## src/hw/game_pkg.sv

```systemverilog
`default_nettype none

package game_pkg;

    // ************************************************************************
    // Screen and sprite geometry
    // ************************************************************************

    localparam int screen_width  = 640;
    localparam int screen_height = 480;
    localparam int w_x           = 10;
    localparam int w_y           = 9;

    localparam int target_size   = 32;
    localparam int torpedo_size  = 8;

    // Game rules.
    localparam int n_targets      = 4;
    localparam int hits_per_level = 4;
    localparam int target_speed   = 2;    // Pixels per frame, each axis.
    localparam int torpedo_speed  = 2;
    localparam int w_v            = 6;    // Signed velocity width.

    // Slot i spawns at (64 + 128 i, 48 + 32 i).
    localparam int spawn_x0     = 64;
    localparam int spawn_x_step = 128;
    localparam int spawn_y0     = 48;
    localparam int spawn_y_step = 32;

    localparam int torpedo_start_x = 316;
    localparam int torpedo_start_y = 416;

    localparam int rgb_width = 3;
    localparam logic [rgb_width-1:0] rgb_background = 3'b000;
    localparam logic [rgb_width-1:0] rgb_target     = 3'b100;
    localparam logic [rgb_width-1:0] rgb_torpedo    = 3'b011;

    // ************************************************************************
    // Shared structs
    // ************************************************************************

    typedef struct packed {
        logic [w_x-1:0] left;
        logic [w_x-1:0] right;     // Exclusive.
        logic [w_y-1:0] top;
        logic [w_y-1:0] bottom;    // Exclusive.
    } sprite_box_t;

    typedef struct packed {
        logic                  load;
        logic [w_x-1:0]        x;
        logic [w_y-1:0]        y;
        logic signed [w_v-1:0] dx;
        logic signed [w_v-1:0] dy;
    } motion_load_t;

    typedef struct packed {
        logic [w_x-1:0] x;
        logic [w_y-1:0] y;
        logic           display_on;
    } pixel_t;

    // Bit 1 is left or down, bit 0 is right or up.
    typedef struct packed {
        logic [1:0] left_right;
        logic [1:0] down_up;
    } steer_t;

    // Spawn payload of one target slot, strobe low.
    function automatic motion_load_t spawn_load(input int slot);
        motion_load_t m;
        m.load = 1'b0;
        m.x    = w_x'(spawn_x0 + spawn_x_step * slot);
        m.y    = w_y'(spawn_y0 + spawn_y_step * slot);
        m.dx   = (slot % 2 == 0) ? w_v'(target_speed) : w_v'(-target_speed);
        m.dy   = w_v'(target_speed);    // All slots start downward.
        return m;
    endfunction

endpackage

`default_nettype wire

```

## src/hw/sprite_mover.sv

```systemverilog
`default_nettype none

module sprite_mover
    import game_pkg::*;
#(
    parameter int size   = target_size,
    parameter int bounce = 1
) (
    input  logic         clk,
    input  logic         rst,
    input  logic         frame_move,
    input  motion_load_t load,
    output sprite_box_t  box,
    output logic         hit_wall,
    output logic         off_screen
);

    localparam int max_x   = screen_width - size;
    localparam int max_y   = screen_height - size;
    localparam bit reflect = bounce != 0;

    logic        [w_x-1:0] x;
    logic        [w_y-1:0] y;
    logic signed [w_v-1:0] dx;
    logic signed [w_v-1:0] dy;
    logic signed [w_v-1:0] vx;
    logic signed [w_v-1:0] vy;
    logic signed [w_x+1:0] next_x;    // Two spare bits catch both edges.
    logic signed [w_y+1:0] next_y;
    logic                  hit_x;
    logic                  hit_y;

    // A steered sprite takes its velocity from the payload on every move.
    assign vx = reflect ? dx : load.dx;
    assign vy = reflect ? dy : load.dy;

    assign next_x = $signed({2'b00, x}) + vx;
    assign next_y = $signed({2'b00, y}) + vy;

    assign hit_x = reflect && ((vx < 0 && next_x <= 0) || (vx > 0 && next_x >= max_x));
    assign hit_y = reflect && ((vy < 0 && next_y <= 0) || (vy > 0 && next_y >= max_y));

    // Position reloads from the payload while reset is held.
    always_ff @(posedge clk) begin
        if (rst || load.load) begin
            x  <= load.x;
            y  <= load.y;
            dx <= load.dx;
            dy <= load.dy;
        end else if (frame_move) begin
            if (hit_x) begin
                x  <= (vx < 0) ? '0 : w_x'(max_x);    // Clamp to the wall.
                dx <= -vx;
            end else begin
                x  <= next_x[w_x-1:0];
                dx <= vx;
            end
            if (hit_y) begin
                y  <= (vy < 0) ? '0 : w_y'(max_y);
                dy <= -vy;
            end else begin
                y  <= next_y[w_y-1:0];
                dy <= vy;
            end
        end
    end

    always_ff @(posedge clk or posedge rst) begin
        if (rst) begin
            hit_wall <= 1'b0;
        end else begin
            hit_wall <= frame_move && !load.load && (hit_x || hit_y);
        end
    end

    assign box = '{left: x, right: x + w_x'(size), top: y, bottom: y + w_y'(size)};

    // Wrapped coordinates land above the limits too.
    assign off_screen = x > w_x'(max_x) || y > w_y'(max_y);

endmodule

`default_nettype wire

```

## src/hw/game_fsm.sv

```systemverilog
`default_nettype none

module game_fsm
    import game_pkg::*;
(
    input  logic                         clk,
    input  logic                         rst,
    input  logic                         frame_tick,
    input  logic                         launch_key,
    input  steer_t                       steer,
    input  logic         [n_targets-1:0] spawn_req,
    input  logic                         collision,
    input  logic                         off_screen,
    output motion_load_t [n_targets-1:0] target_load,
    output motion_load_t                 torpedo_load,
    output logic                         torpedo_move
);

    typedef enum logic {
        st_ready,
        st_flying
    } state_t;

    state_t state;
    state_t state_next;
    logic   restart;

    // One axis of the key pad to a velocity. Both keys cancel.
    function automatic logic signed [w_v-1:0] axis_speed(input logic pos, input logic neg);
        if (pos && !neg) begin
            return w_v'(torpedo_speed);
        end else if (neg && !pos) begin
            return w_v'(-torpedo_speed);
        end
        return '0;
    endfunction

    assign restart = collision || off_screen;    // Torpedo back to start.

    always_comb begin
        state_next = state;
        if (restart) begin
            state_next = st_ready;
        end else if (state == st_ready && launch_key) begin
            state_next = st_flying;
        end
    end

    always_ff @(posedge clk or posedge rst) begin
        if (rst) begin
            state <= st_ready;
        end else begin
            state <= state_next;
        end
    end

    // Each slot always carries its spawn point.
    always_comb begin
        for (int i = 0; i < n_targets; i++) begin
            target_load[i]      = spawn_load(i);
            target_load[i].load = spawn_req[i] || collision;
        end
    end

    always_comb begin
        torpedo_load.load = restart;
        torpedo_load.x    = w_x'(torpedo_start_x);
        torpedo_load.y    = w_y'(torpedo_start_y);
        torpedo_load.dx   = axis_speed(steer.left_right[0], steer.left_right[1]);
        torpedo_load.dy   = axis_speed(steer.down_up[1], steer.down_up[0]);
    end

    assign torpedo_move = frame_tick && state == st_flying;

endmodule

`default_nettype wire

```

## src/hw/level_tracker.sv

```systemverilog
`default_nettype none

module level_tracker
    import game_pkg::*;
(
    input  logic                 clk,
    input  logic                 rst,
    input  logic [n_targets-1:0] hit_wall,
    input  logic                 collision,
    output logic [n_targets-1:0] target_enable,
    output logic [n_targets-1:0] spawn_req,
    output logic [15:0]          target_count
);

    localparam int w_active = $clog2(n_targets + 1);
    localparam int w_sum    = $clog2(hits_per_level + n_targets);

    logic [w_active-1:0] active;
    logic [w_sum-1:0]    group;       // Hits toward the next target.
    logic [w_sum-1:0]    new_hits;
    logic [w_sum-1:0]    group_sum;
    logic                group_done;
    logic [n_targets-1:0] enable_q;

    always_comb begin
        new_hits = '0;
        for (int i = 0; i < n_targets; i++) begin
            new_hits = new_hits + w_sum'(hit_wall[i]);
        end
        group_sum  = group + new_hits;
        group_done = group_sum >= w_sum'(hits_per_level);
    end

    always_ff @(posedge clk or posedge rst) begin
        if (rst) begin
            target_count <= '0;
            group        <= '0;
            active       <= w_active'(1);
            enable_q     <= n_targets'(1);
        end else begin
            enable_q <= target_enable;
            if (collision) begin
                target_count <= '0;
                group        <= '0;
                active       <= w_active'(1);
            end else begin
                target_count <= target_count + 16'(new_hits);
                group        <= group_done ? group_sum - w_sum'(hits_per_level) : group_sum;
                if (group_done && active < w_active'(n_targets)) begin
                    active <= active + 1'b1;
                end
            end
        end
    end

    always_comb begin
        for (int i = 0; i < n_targets; i++) begin
            target_enable[i] = i < int'(active);
        end
    end

    assign spawn_req = target_enable & ~enable_q;    // Newly enabled slots.

endmodule

`default_nettype wire

```

## src/hw/collision_detector.sv

```systemverilog
`default_nettype none

module collision_detector
    import game_pkg::*;
(
    input  logic                        clk,
    input  logic                        rst,
    input  sprite_box_t [n_targets-1:0] target_box,
    input  sprite_box_t                 torpedo_box,
    input  logic        [n_targets-1:0] target_enable,
    output logic                        collision
);

    logic [n_targets-1:0] overlap;

    // Edges that only touch do not overlap.
    function automatic logic boxes_overlap(input sprite_box_t a, input sprite_box_t b);
        return a.left < b.right && b.left < a.right && a.top < b.bottom && b.top < a.bottom;
    endfunction

    always_comb begin
        for (int i = 0; i < n_targets; i++) begin
            overlap[i] = target_enable[i] && boxes_overlap(target_box[i], torpedo_box);
        end
    end

    always_ff @(posedge clk or posedge rst) begin
        if (rst) begin
            collision <= 1'b0;
        end else begin
            collision <= |overlap;
        end
    end

endmodule

`default_nettype wire

```

## src/hw/pixel_mixer.sv

```systemverilog
`default_nettype none

module pixel_mixer
    import game_pkg::*;
(
    input  logic                        clk,
    input  logic                        rst,
    input  pixel_t                      beam,
    input  sprite_box_t [n_targets-1:0] target_box,
    input  sprite_box_t                 torpedo_box,
    input  logic        [n_targets-1:0] target_enable,
    output logic        [rgb_width-1:0] rgb
);

    logic                 on_torpedo;
    logic [n_targets-1:0] on_target;
    logic [rgb_width-1:0] colour;

    function automatic logic covers(input sprite_box_t b, input pixel_t p);
        return p.x >= b.left && p.x < b.right && p.y >= b.top && p.y < b.bottom;
    endfunction

    assign on_torpedo = covers(torpedo_box, beam);

    always_comb begin
        for (int i = 0; i < n_targets; i++) begin
            on_target[i] = target_enable[i] && covers(target_box[i], beam);
        end
    end

    // Torpedo drawn over targets.
    always_comb begin
        if (!beam.display_on) begin
            colour = '0;
        end else if (on_torpedo) begin
            colour = rgb_torpedo;
        end else if (|on_target) begin
            colour = rgb_target;
        end else begin
            colour = rgb_background;
        end
    end

    always_ff @(posedge clk or posedge rst) begin
        if (rst) begin
            rgb <= '0;
        end else begin
            rgb <= colour;
        end
    end

endmodule

`default_nettype wire

```

## src/hw/game_top.sv

```systemverilog
`default_nettype none

module game_top
    import game_pkg::*;
(
    input  logic                 clk,
    input  logic                 rst,
    input  logic                 frame_tick,
    input  logic                 launch_key,
    input  steer_t               steer,
    input  pixel_t               beam,
    output logic [rgb_width-1:0] rgb,
    output logic [15:0]          target_count
);

    motion_load_t [n_targets-1:0] target_load;
    motion_load_t                 torpedo_load;
    sprite_box_t  [n_targets-1:0] target_box;
    sprite_box_t                  torpedo_box;
    logic         [n_targets-1:0] target_enable;
    logic         [n_targets-1:0] spawn_req;
    logic         [n_targets-1:0] hit_wall;
    logic                         torpedo_move;
    logic                         off_screen;
    logic                         collision;

    // ************************************************************************
    // Sprites
    // ************************************************************************

    for (genvar i = 0; i < n_targets; i++) begin : g_target
        sprite_mover #(
            .size   (target_size),
            .bounce (1)
        ) u_target (
            .clk        (clk),
            .rst        (rst),
            .frame_move (frame_tick & target_enable[i]),    // Idle slots stay put.
            .load       (target_load[i]),
            .box        (target_box[i]),
            .hit_wall   (hit_wall[i]),
            .off_screen ()
        );
    end

    sprite_mover #(
        .size   (torpedo_size),
        .bounce (0)
    ) u_torpedo (
        .clk        (clk),
        .rst        (rst),
        .frame_move (torpedo_move),
        .load       (torpedo_load),
        .box        (torpedo_box),
        .hit_wall   (),
        .off_screen (off_screen)
    );

    // ************************************************************************
    // Game control
    // ************************************************************************

    game_fsm u_fsm (
        .clk          (clk),
        .rst          (rst),
        .frame_tick   (frame_tick),
        .launch_key   (launch_key),
        .steer        (steer),
        .spawn_req    (spawn_req),
        .collision    (collision),
        .off_screen   (off_screen),
        .target_load  (target_load),
        .torpedo_load (torpedo_load),
        .torpedo_move (torpedo_move)
    );

    level_tracker u_level (
        .clk           (clk),
        .rst           (rst),
        .hit_wall      (hit_wall),
        .collision     (collision),
        .target_enable (target_enable),
        .spawn_req     (spawn_req),
        .target_count  (target_count)
    );

    collision_detector u_collision (
        .clk           (clk),
        .rst           (rst),
        .target_box    (target_box),
        .torpedo_box   (torpedo_box),
        .target_enable (target_enable),
        .collision     (collision)
    );

    pixel_mixer u_mixer (
        .clk           (clk),
        .rst           (rst),
        .beam          (beam),
        .target_box    (target_box),
        .torpedo_box   (torpedo_box),
        .target_enable (target_enable),
        .rgb           (rgb)
    );

endmodule

`default_nettype wire

```

## config.mk

```make
export PLATFORM = sky130hd
export DESIGN_NAME = game_top
export DESIGN_NICKNAME = d
export VERILOG_FILES = /design/src/hw/game_pkg.sv /design/src/hw/sprite_mover.sv /design/src/hw/game_fsm.sv /design/src/hw/level_tracker.sv /design/src/hw/collision_detector.sv /design/src/hw/pixel_mixer.sv /design/src/hw/game_top.sv
export SDC_FILE = /design/constraint.sdc
export NUM_CORES = 1
export LEC_CHECK = 0
export BUFFER_PORTS_ARGS = -buffer_cell sky130_fd_sc_hd__buf_2
export CORE_ASPECT_RATIO = 0.6
export CORE_MARGIN = 5
export CORE_UTILIZATION = 30
export DETAILED_ROUTE_END_ITERATION = 7
export PLACE_DENSITY = 0.46
export SLEW_MARGIN = 20
export SYNTH_ARGS = -nofsm -noshare
export SYNTH_HDL_FRONTEND = slang
export SYNTH_SLANG_ARGS = --single-unit
export TNS_END_PERCENT = 30
```

## constraint.sdc

```tcl
create_clock -name clk -period 3.7 [get_ports clk]
set_input_delay 0.185 -clock clk [delete_from_list [all_inputs] [get_ports clk]]
set_output_delay 0.185 -clock clk [all_outputs]
set_load 0.02 [all_outputs]
```

Word level (Yosys, flattened, before mapping). Cells that the tools add are included.

$add $sub $neg: 35. Bitwise gates (word level): 7. Multiplexer cells: 36. Reduce and logical (&&, ||, !) cells: 109. Magnitude comparators: 76.

Operator list (number): 10-bit less-than comparator (13); 9-bit less-than comparator (13); 10-bit two-way mux (8); 9-bit two-way mux (8); 1-bit logical AND (66); 10-bit greater-or-equal comparator (5); 11-bit by 6-bit adder with 12-bit output (4); 12-bit by 11-bit greater-or-equal comparator with 1-bit output (second input constant) (4); 6-bit by 1-bit > comparator with 1-bit output (second input constant) (8); 12-bit by 1-bit less-or-equal comparator with 1-bit output (second input constant) (4); 6-bit by 1-bit less-than comparator with 1-bit output (second input constant) (8); 6-bit negation (8); 9-bit greater-or-equal comparator (5); 10-bit by 6-bit adder with 11-bit output (4); 11-bit by 10-bit greater-or-equal comparator with 1-bit output (second input constant) (4); 11-bit by 1-bit less-or-equal comparator with 1-bit output (second input constant) (4); 10-bit by 6-bit adder with 10-bit output (second input constant) (4); 9-bit by 6-bit adder with 9-bit output (second input constant) (4); 6-bit two-way mux (6); 1-bit logical OR (23); 3-bit two-way mux (7); 16-bit by 3-bit adder with 16-bit output (1); 16-bit two-way mux (1); 2-bit AND reduction (8); other kinds (23) (43).

Bits in registers: 178. Output and inout port bits: 19. Input port bits: 28. Logic and storage cells: 292.

Depth between registers and ports, before layout. Gate-level depths: netlist of run 1.

Depth after elaboration: 10. Mapped depth: 15. Depth with buffers taken out: 15.

Hierarchy. A second synthesis of run 1 with hierarchy kept.

Cell total of the unflattened synthesis: 2817. Area, all modules: 23645.2 um^2.

Modules (own cells, without submodules): sprite_mover at g_target[0].u_target ... (area each 2894.0 um^2, times used 4, cells each 327); pixel_mixer (area each 4439.3 um^2, times used 1, cells each 606); collision_detector (area each 3221.8 um^2, times used 1, cells each 415); sprite_mover at u_torpedo (area each 1771.7 um^2, times used 1, cells each 191); level_tracker (area each 1343.8 um^2, times used 1, cells each 123); game_fsm (area each 1267.5 um^2, times used 1, cells each 170); game_top (area each 25.0 um^2, times used 1, cells each 4).

Worst setup path after synthesis of run 1. Ideal clock, no wire load.

Path kind: flip-flop to flip-flop. From: register g_target[3].u_target.dx[5]. To: register g_target[3].u_target.dx[5]. Path buffers: 2. Library setup time: 0.129 ns. Data arrival time: 3.106 ns. Cell stages (with the launch flop): 13. Setup slack: 0.466 ns. Cells stage by stage: dfxtp_1 ha_1 and3_1 a221oi_1 xor2_1 or3b_1 a2111o_1 a22o_1 buf_6 and2_4 buf_6 xnor2_1 nand2_1.

Longest elaborated chain between the ends: 5. Elaborated cells between the ends (all ways): 10.

Ends and longest elaborated chain: start, declared (RTL line sprite_mover.sv:24) `logic signed [w_v-1:0] dx;`; start signal, assigned (RTL line sprite_mover.sv:48) `dx <= load.dx;`; start signal, assigned (RTL line sprite_mover.sv:53) `dx <= -vx;`; start signal, assigned (RTL line sprite_mover.sv:56) `dx <= vx;`; 11-bit by 6-bit adder with 12-bit output (RTL line sprite_mover.sv:37) `assign next_x = $signed({2'b00, x}) + vx;`; 12-bit by 1-bit less-or-equal comparator with 1-bit output / 12-bit by 11-bit greater-or-equal comparator with 1-bit output (equally long branches) (RTL line sprite_mover.sv:40) `assign hit_x = reflect && ((vx < 0 && next_x <= 0) || (vx > 0 && next_x >= max_x));`; 1-bit logical AND (RTL line sprite_mover.sv:40); 1-bit logical OR (RTL line sprite_mover.sv:40); 2-bit AND reduction (no source line).

Parallel ways exist; a longest one is shown, timed or not. A chain may end at the register's enable or synchronous reset.

Worst setup path in the final report of run 1.
From: register g_target[3].u_target.dx[2]. To: register g_target[3].u_target.dx[3].

The elaborated chain is that of the path after synthesis.

==> flow_summary.toml, run 1 <==
[timing]
clock_skew_ps = 10.7
finalSetupViolCount = 0
fin_crit_sh_pct = 92.5
finalHoldViolCount = 0
fmax_ghz = 0.292
worstMarginPinSlew_ps = 983
min_period_ps = 3420
finalSetupTns_ps = 0
maxSlewViolCount = 0
grt_setup_unrepaired = "no"
slew_headroom_pct = 34.5

[cells_and_area]
fin_cells = 2912
final_area_mm2 = 0.0190
area_delta_synth_final_pct = 12.3
fillCellCount = 5999
nets = 2564
drive_gt1_share_pct = 7.30

[global_route]
grt_max_degree = 35
grt_pass1_wl_um = 86300
grt_antenna_before_repair = 0
track_usage_pct = 18.1
grt_overflow = 0
grt_pass1_vias = 14100

[place]
dp_cells = 2876
routabilityCongestion = 0.855
dp_hpwl_um = 44900
portBuffers = 46
placed_cell_area_mm2 = 0.0184

[critical_path]
reg2reg_from = "g_target[3].u_target.dx[2]$_SDFFE_PP1P_"
cp-start-kind = "flip-flop"
endpoint_kind = "flip-flop"
regToRegSetupSlack_ps = 280
critPathMaxStageDelay_ps = 470
path_class = "reg2reg"
reg2reg_to = "g_target[3].u_target.dx[3]$_SDFFE_PP1P_"
r2r_cells = 10
slowest_stage = "fa_1"
crit_chain = "fa_1 -> a21o_1 -> a221oi_1 -> xor2_1 -> or3b_1 -> a2111o_1 -> a22o_1 -> and2_4 -> xnor2_1 -> nand2_1"
cp_max_fo = 8
arrival_ps = 3770
cp.required_ps = 4050

[yosys]
synthFlopType = "dfxtp_1"
yosysSeqAreaShare_pct = 19.8
synth_edf_count = 0
synthDistinctLibCells = 79
synthesis.area_mm2 = 0.0169
synth_warnings = 0
postSynthAreaPerCell_um2 = 8.25
ys_ff_latch = 159
syn_inst = 2054
synthArstFlopShare_pct = 21.4

[routing]
routed_wl_um = 56000
routedWlPerCell_um = 19.2
drc = 0
ant_nets = 0
via_count = 15300
drtIter0Drc = 1244
dr.pass1.iters = 5
vias_per_cell = 5.24

[clocking]
clockBufferDepth = 2
clock_latency_ps = 470
cts-root-buf = "clkbuf_16"
htree_levels = 4
clock_sinks = 159
cts_tree = "built"
path_clk_slew_ps = 70
numCtsBuffers = 17

[status]
status = "finished clean"

[pwr]
combinationalPowerShare_pct = 61.1
intPower_mw = 5.88
power-per-cell-area_mw_per_mm2 = 598
vdd_drop_max_v = 0.000400
p_leak_nw = 8.58
switchingPower_mw = 5.50
switching_share_pct = 48.3
p_seq_share_pct = 21.8
p_clk_share_pct = 17.1

[floorplanning]
rows = 67
die_x_um = 317
dieArea_mm2 = 0.0615
start_util_pct = 30.3
ios = 47
core-area_mm2 = 0.0558
chipHeight_um = 194

[flow_run]
cap_viol_max_count = 0

[hold_path]
min_path_cells = 3
min_from = "frame_tick"
min_path_type = "in2reg"
hold_end = "u_torpedo.x[1]$_SDFFE_PP0P_"
power groups by stage:
stage | Sequential [mW] | Clock, mW | Combinational (mW)
after floorplan | 2.42 | 0 | 4.66
after global placement | 2.51 | 0 | 6.70
after detailed placement | 2.51 | 0 | 6.76
after CTS | 2.48 | 2.01 | 6.84
after global routing | 2.53 | 2.09 | 7.78
final | 2.48 | 1.94 | 6.95
state kept, by name (all words and copies together) (netlist names):
name                        flops
g_target.u_target.dx           16
g_target.u_target.dy           16
g_target.u_target.hit_wall      4
g_target.u_target.x            40
g_target.u_target.y            36
u_collision.collision           1
u_fsm.state                     1
u_level.active                  3
u_level.enable_q                4
u_level.group                   3
u_level.target_count           16
u_mixer.rgb                     2
u_torpedo.x                     9
u_torpedo.y                     8
metal layers:
| metal | wire length [um] | track usage [%] | share of wire (%) | up-vias |
|---|---|---|---|---|
| li1 | - | - | - | 7703 |
| met1 | 32800 | 31.3 | 59 | 7214 |
| met2 | 19400 | 22.1 | 35 | 332 |
| met3 | 3390 | 3.95 | 6.1 | 21 |
| met4 | 431 | 2.51 | 0.77 | 0 |
| met5 | 0 | 0 | 0 | - |
cells in the mapped netlist (all sizes together) (17+ instances only):
| master | instances | share of area (%) |
|---|---|---|
| a211oi | 20 | 0.89 |
| a21o | 44 | 2.0 |
| a21oi | 190 | 5.7 |
| a31oi | 18 | 0.66 |
| clkbuf | 41 | 0.91 |
| dfrtp | 32 | 4.7 |
| dfxtp | 125 | 15 |
| ha | 388 | 29 |
| inv | 171 | 3.8 |
| nand2 | 115 | 2.5 |
| nand2b | 30 | 1.1 |
| nand3 | 68 | 2.0 |
| nand4 | 17 | 0.63 |
| nor2 | 143 | 3.2 |
| nor2b | 45 | 1.7 |
| nor3 | 35 | 1.0 |
| o211ai | 35 | 1.6 |
| o21a | 50 | 2.2 |
| o21ai | 121 | 3.6 |
| or3 | 27 | 1.0 |
| xnor2 | 84 | 4.3 |
| xor2 | 22 | 1.1 |
layout make-up:
type | instances | area [um^2] | share of cell area (%)
multi-input cells | 1686 | 12800 | 67.2
flip-flops and latches | 159 | 3360 | 17.7
well taps | 759 | 950 | 4.99
repair buffers | 104 | 673 | 3.54
inverters | 171 | 642 | 3.38
clock buffers | 21 | 450 | 2.37
clock inverters | 11 | 158 | 0.829
diodes | 1 | 2.50 | 0.0132
critical path: cells and delay by family, from the launching register on:
family,cells,cell delay (ps)
adder cells (fa/ha/maj),1,470
AO/OA/AOI/OAI,4,1360
AND/OR/NAND/NOR,3,710
XOR/XNOR,2,400
flip-flops,1,350
repair_timing:
item                                    4_1_cts  5_1_grt
hold endpoints to repair                     35        0
endpoints found under the setup margin        0        6
buffers inserted                              0        0
hold buffers                                  3        0
gates resized for setup                       0        2
placed cells by master (no fill, tap or decap), types with 10 or more instances in the layout:
cell / instances
buf_4: 55
nand3_1: 68
a211o_1: 10
ha_1: 388
nand2b_1: 30
nand4_1: 17
dfrtp_1: 32
o21bai_1: 14
nor2b_1: 45
a21oi_1: 188
xnor2_1: 84
nor2_1: 142
a21o_1: 44
buf_2: 46
nor3_1: 35
o2111ai_1: 14
clkbuf_16: 17
or3_1: 27
inv_1: 170
a2111oi_0: 10
a211oi_1: 20
nand2_1: 114
xor2_1: 22
a31oi_1: 18
o21ai_0: 115
a22oi_1: 14
nor4_1: 14
o31ai_1: 10
and3_1: 12
o211ai_1: 35
dfxtp_1: 124
o21a_1: 50
how the worst max path moves through the flow:
| stage | from | to | slack [ps] | cells after the start |
|---|---|---|---|---|
| floorplan | g_target[3].u_target.dx[5]$_SDFFE_PP1P_ | g_target[3].u_target.dx[5]$_SDFFE_PP1P_ | 470 | 12 |
| global placement | g_target[3].u_target.dx[5]$_SDFFE_PP1P_ | g_target[3].u_target.dx[3]$_SDFFE_PP1P_ | 240 | 10 |
| detailed placement | g_target[3].u_target.dx[5]$_SDFFE_PP1P_ | g_target[3].u_target.dx[3]$_SDFFE_PP1P_ | 130 | 10 |
| CTS | g_target[3].u_target.dx[5]$_SDFFE_PP1P_ | g_target[3].u_target.dx[3]$_SDFFE_PP1P_ | 90 | 10 |
| global route | g_target[2].u_target.y[1]$_SDFFE_PP0P_ | g_target[2].u_target.dy[3]$_SDFFE_PP0P_ | 30 | 11 |
| finish | g_target[3].u_target.dx[2]$_SDFFE_PP1P_ | g_target[3].u_target.dx[3]$_SDFFE_PP1P_ | 280 | 10 |
kinds of logic (layout without fill, tap and decap cells):
kind of cell             after synthesis  after routing  share of synthesized area, %
AO/OA/AOI/OAI                        626            626                          24.0
XOR/XNOR                             106            106                          5.48
adder cells (fa/ha/maj)              397            397                          29.7
buffers and inverters                216            307                          4.91
flip-flops                           159            159                          19.8
multiplexers                           2              2                         0.126
other                                  2             10                        0.0443
AND/OR/NAND/NOR                      546            546                          15.9
through the flow:
step | power [mW] | hold slack, ps | utilization, % | worst slack [ps]
floorplan | 7.07 | 291 | - | 466
global placement | 9.20 | 412 | 32.9 | 241
detailed placement | 9.27 | 414 | 32.9 | 135
CTS | 11.3 | 156 | 34.0 | 94.9
global route | 12.4 | 178 | 34.1 | 30.1
finish | 11.4 | 203 | 34.1 | 277
Power figures use the tool's default switching activity.
==> inputs of run 2 (changes only) <==
CELL_PAD_IN_SITES_DETAIL_PLACEMENT = 0   (was not set)
CELL_PAD_IN_SITES_GLOBAL_PLACEMENT = 1   (was not set)
HOLD_SLACK_MARGIN = 0.1   (was not set)
PLACE_DENSITY = 0.56   (was 0.46)
==> flow_summary.toml, run 2 (same netlist as run 1, synthesis figures left out) <==
[cells_and_area]
nets = 2586
area_delta_synth_final_pct = 13.3
largest_registers = "g_target.u_target.x: 40 flops, g_target.u_target.y: 36 flops"
largest_reg_flops = 40
fillCellCount = 5891
antenna_cells = 0
largest_register = "g_target.u_target.x"
layout_common_cells = "ha_1, a21oi_1, inv_1, nor2_1, dfxtp_1"
layout_commonest_cell = "ha_1"
drive_gt1_share_pct = 8.19
final_area_mm2 = 0.0192

[critical_path]
cp.required_ps = 4040
crit_chain = "fa_1 -> a21o_1 -> a221oi_1 -> xor2_1 -> or3b_1 -> a2111o_1 -> a22o_1 -> and2_4 -> xnor2_1 -> nand2_1"
endpoint_kind = "flip-flop"
path_class = "reg2reg"
arrival_ps = 3820
cp_max_fo = 9
cp-start-kind = "flip-flop"
r2r_cells = 10
critPathMaxStageDelay_ps = 480
slowest_stage = "fa_1"
regToRegSetupSlack_ps = 230

[routing]
vias_per_cell = 5.24
via_count = 15400
routed_wl_um = 59900
drtIter0Drc = 1133
dr.pass1.iters = 5
routedWlPerCell_um = 20.4
ant_nets = 0
drc = 0

[global_route]
grt_pass1_vias = 14900
track_usage_pct = 19.5
grt_overflow = 0
grt_pass1_wl_um = 92500
grt_antenna_before_repair = 0
grt_max_degree = 36

[timing]
holdWs_ps = 200
maxSlewViolCount = 0
slew_headroom_pct = 20.1
grt_setup_unrepaired = "no"
fmax_ghz = 0.288
worstMarginPinSlew_ps = 1190
finalSetupViolCount = 0
finalSetupTns_ps = 0
finalHoldViolCount = 0
fin_crit_sh_pct = 93.9
min_period_ps = 3470
clock_skew_ps = 11.1

[pwr]
power-per-cell-area_mw_per_mm2 = 599
vdd_drop_max_v = 0.000353
p_leak_nw = 8.71

[clocking]
cts_resized = 0
htree_levels = 4
post_cts_buffers = 0
clockBufferDepth = 2
cts_tree = "built"
clock_sinks = 159
cts_hold_buf = 3
cts-root-buf = "clkbuf_16"
clock_latency_ps = 460
path_clk_slew_ps = 70
numCtsBuffers = 17

[place]
routabilityCongestion = 0.875
portBuffers = 46
dp_hpwl_um = 47400
placed_cell_area_mm2 = 0.0185

[floorplanning]
rows = 67
chipHeight_um = 194
ios = 47
core-area_mm2 = 0.0558
die_x_um = 317
dieArea_mm2 = 0.0615
start_util_pct = 30.3

[flow_run]
cap_viol_max_count = 0

[hold_path]
min_path_cells = 3
min_path_type = "in2reg"

[status]
status = "finished clean"
[run 2: cell type report]
class                   count  area, um^2  share of cell area, %
inverters                 171         642                   3.35
multi-input cells        1686       12800                   66.6
clock buffers              17         425                   2.22
well taps                 759         950                   4.95
flip-flops and latches    159        3360                   17.5
clock inverters            15         200                   1.04
repair buffers            126         838                   4.37
[run 2: metal layers]
metal	vias to the layer above	part of all wire, %	GRT usage [%]
met5	-	0	0
li1	7733	-	-
met3	32	6.4	4.09
met1	7225	57	32.4
met2	377	36	25.2
met4	0	1.2	3.29
[run 2: stage by stage]
stage / utilization, % / setup slack (ps) / power, mW / instances
after global placement: 33.2 / 289 / 9.36 / 2898
after floorplan: - / 466 / 7.07 / 2061
final: 34.4 / 226 / 11.5 / 2933
after CTS: 34.4 / 237 / 11.5 / 2933
after detailed placement: 33.2 / 258 / 9.39 / 2898
after global routing: 34.4 / 43.7 / 12.5 / 2933
[run 2: path summary, 6_finish.rpt]
kind,from,to
max in group asynchronous,rst,u_level.group[0]$_DFF_PP0_
setup / recovery,g_target[3].u_target.dx[2]$_SDFFE_PP1P_,g_target[3].u_target.dx[4]$_SDFFE_PP1P_
min in group asynchronous,rst,u_fsm.state$_DFFE_PP0P_
hold / removal,frame_tick,u_torpedo.x[1]$_SDFFE_PP0P_
setup reg to reg,g_target[3].u_target.dx[2]$_SDFFE_PP1P_,g_target[3].u_target.dx[4]$_SDFFE_PP1P_
hold reg to reg,g_target[0].u_target.y[1]$_SDFFE_PP0P_,g_target[0].u_target.y[1]$_SDFFE_PP0P_
[run 2: report_power, final]
| part | internal (mW) | switching [mW] |
|---|---|---|
| sequential | 2.04 | 0.405 |
| combinational | 2.79 | 4.28 |
| clock | 1.09 | 0.891 |
| total | 5.91 | 5.58 |
[run 2: worst max-delay path: cells and delay by family (launching register included)]
kind | cells | cell delay [ps]
AO/OA/AOI/OAI | 4 | 1390
adder cells (fa/ha/maj) | 1 | 480
XOR/XNOR | 2 | 410
AND/OR/NAND/NOR | 3 | 730
flip-flops | 1 | 350
==> inputs of run 3 (changes only) <==
ABC_CLOCK_PERIOD_IN_PS = 3700   (was not set)
CELL_PAD_IN_SITES_DETAIL_PLACEMENT = 1   (was 0)
==> flow_summary.toml, run 3 (same netlist as run 1, synthesis figures left out) <==
[cells_and_area]
fin_cells = 2933
nets = 2586
largest_reg_flops = 40
final_area_mm2 = 0.0191
register_area_mm2 = 0.00336
fillCellCount = 6754
layout_common_cells = "ha_1, a21oi_1, inv_1, nor2_1, dfxtp_1"
drive_gt1_share_pct = 8.28
antenna_cells = 0
area_delta_synth_final_pct = 13.0
multi_input_area_mm2 = 0.0128
largest_register = "g_target.u_target.x"
layout_commonest_cell = "ha_1"
largest_registers = "g_target.u_target.x: 40 flops, g_target.u_target.y: 36 flops"

[flow_run]
cap_viol_max_count = 0

[place]
dp_cells = 2898
dp_hpwl_um = 51400
routabilityCongestion = 0.875
portBuffers = 46
placed_cell_area_mm2 = 0.0185

[pwr]
power-per-cell-area_mw_per_mm2 = 604
switchingPower_mw = 5.75
p_clk_share_pct = 16.1
p_seq_share_pct = 21.2
combinationalPowerShare_pct = 62.8
p_leak_nw = 8.68
intPower_mw = 5.81
vdd_drop_max_v = 0.000376
switching_share_pct = 49.8

[critical_path]
slowest_stage = "a2111oi_0"
critPathMaxStageDelay_ps = 850
path_class = "reg2reg"
worst-path-stages = 11
cp_max_fo = 10
arrival_ps = 3890
reg2reg_from = "g_target[2].u_target.y[1]$_SDFFE_PP0P_"
endpoint_kind = "flip-flop"
cp.required_ps = 4110
cp-start-kind = "flip-flop"
crit_chain = "inv_1 -> ha_1 -> nor2b_1 -> o21ai_0 -> a21oi_1 -> o2111ai_1 -> a2111oi_0 -> nand3_1 -> o211a_2 -> or3_1 -> a21oi_1"
timing.critical_path.from = "g_target[2].u_target.y[1]$_SDFFE_PP0P_"
regToRegSetupSlack_ps = 210
reg2reg_to = "g_target[2].u_target.dy[2]$_SDFFE_PP0P_"
critPathBufInv = 1
r2r_cells = 11
crit_family = "compound AO/OA/AOI/OAI gates"
path_common_cell = "a21oi_1"
endpoint = "g_target[2].u_target.dy[2]$_SDFFE_PP0P_"

[floorplanning]
chipHeight_um = 194
core-area_mm2 = 0.0558
die_x_um = 317
dieArea_mm2 = 0.0615
rows = 67
ios = 47
start_util_pct = 30.3

[clocking]
clock_sinks = 159
clockBufferDepth = 2
post_cts_buffers = 0
clock_latency_ps = 470
path_clk_slew_ps = 70
cts-root-buf = "clkbuf_16"
cts_tree = "built"
numCtsBuffers = 17
htree_levels = 4

[hold_path]
min_path_type = "in2reg"

[global_route]
track_usage_pct = 20.7
grt_pass1_wl_um = 98800
grt_max_degree = 36
grt_pass1_vias = 16200
grt_overflow = 0
grt_antenna_before_repair = 0

[routing]
wl_met3_um = 3380
vias_per_cell = 5.39
routedWlPerCell_um = 21.9
via_count = 15800
wl_met1_um = 35500
drc = 0
top_layer_used = "met4"
ant_nets = 0
dr_wl_met2_um = 24700
dr.pass1.iters = 5
routed_wl_um = 64300
drtIter0Drc = 964

[timing]
slew_headroom_pct = 27.7
finalSetupViolCount = 0
finalHoldViolCount = 0
maxSlewViolCount = 0
min_period_ps = 3490
fin_crit_sh_pct = 94.2
grt_setup_unrepaired = "no"
fmax_ghz = 0.287
finalSetupTns_ps = 0
worstMarginPinSlew_ps = 1080
clock_skew_ps = 11.4

[status]
status = "finished clean"
==> run 3: power groups by stage <==
stage | clock [mW] | combinational (mW) | sequential [mW]
5_1_grt | 1.98 | 8.06 | 2.49
4_1_cts | 1.91 | 7.17 | 2.45
6_report | 1.86 | 7.25 | 2.45
2_1_floorplan | 0 | 4.66 | 2.42
3_5_place_dp | 0 | 7.09 | 2.48
3_3_place_gp | 0 | 6.89 | 2.47
==> run 3: what timing repair did <==
| action | 4_1_cts | 5_1_grt |
|---|---|---|
| hold buffers | 3 | 0 |
| resized for setup | 0 | 1 |
| setup endpoints to repair | 0 | 5 |
| endpoints found under the hold margin | 35 | 0 |
==> run 3: worst register-to-register path, cell delays in order (launching register included) <==
cell       delay [ps]
dfxtp_1           360
inv_1             140
ha_1              270
nor2b_1           110
o21ai_0           110
a21oi_1           450
o2111ai_1         230
a2111oi_0         850
nand3_1           160
o211a_2           240
or3_1             370
a21oi_1           140
==> run 3: metrics by stage <==
step                      hold slack [ps]  utilization [%]  setup slack [ps]  total power [mW]
final                                 187             34.3               215              11.6
after CTS                             170             34.3               189              11.5
after detailed placement              436             33.2               213              9.57
after floorplan                       291                -               466              7.07
after global routing                  183             34.3              24.1              12.5
after global placement                435             33.2               289              9.36
==> run 3: layout make-up <==
| class | instances | share of cell area [%] |
|---|---|---|
| Clock inverter | 15 | 0.778 |
| Tap cell | 759 | 4.96 |
| Multi-Input combinational cell | 1686 | 66.8 |
| Inverter | 171 | 3.35 |
| Timing Repair Buffer | 126 | 4.38 |
| Clock buffer | 17 | 2.22 |
| Sequential cell | 159 | 17.5 |
==> run 3: worst min path at each step <==
stage	slack, ps	startpoint	cells past startpoint	endpoint
after global routing	180	frame_tick	3	u_torpedo.y[1]$_SDFFE_PP0P_
after detailed placement	440	beam[0]	3	u_mixer.rgb[1]$_DFF_PP0_
after global placement	430	beam[0]	3	u_mixer.rgb[1]$_DFF_PP0_
final	190	frame_tick	3	u_torpedo.y[1]$_SDFFE_PP0P_
after floorplan	290	beam[0]	2	u_mixer.rgb[1]$_DFF_PP0_
after CTS	170	frame_tick	3	u_torpedo.y[1]$_SDFFE_PP0P_
==> run 3: per-layer routing <==
layer	GRT usage, %	vias up
met5	0	-
met4	3.53	0
met3	4.06	35
met2	28.8	264
met1	33.0	7761
li1	-	7741
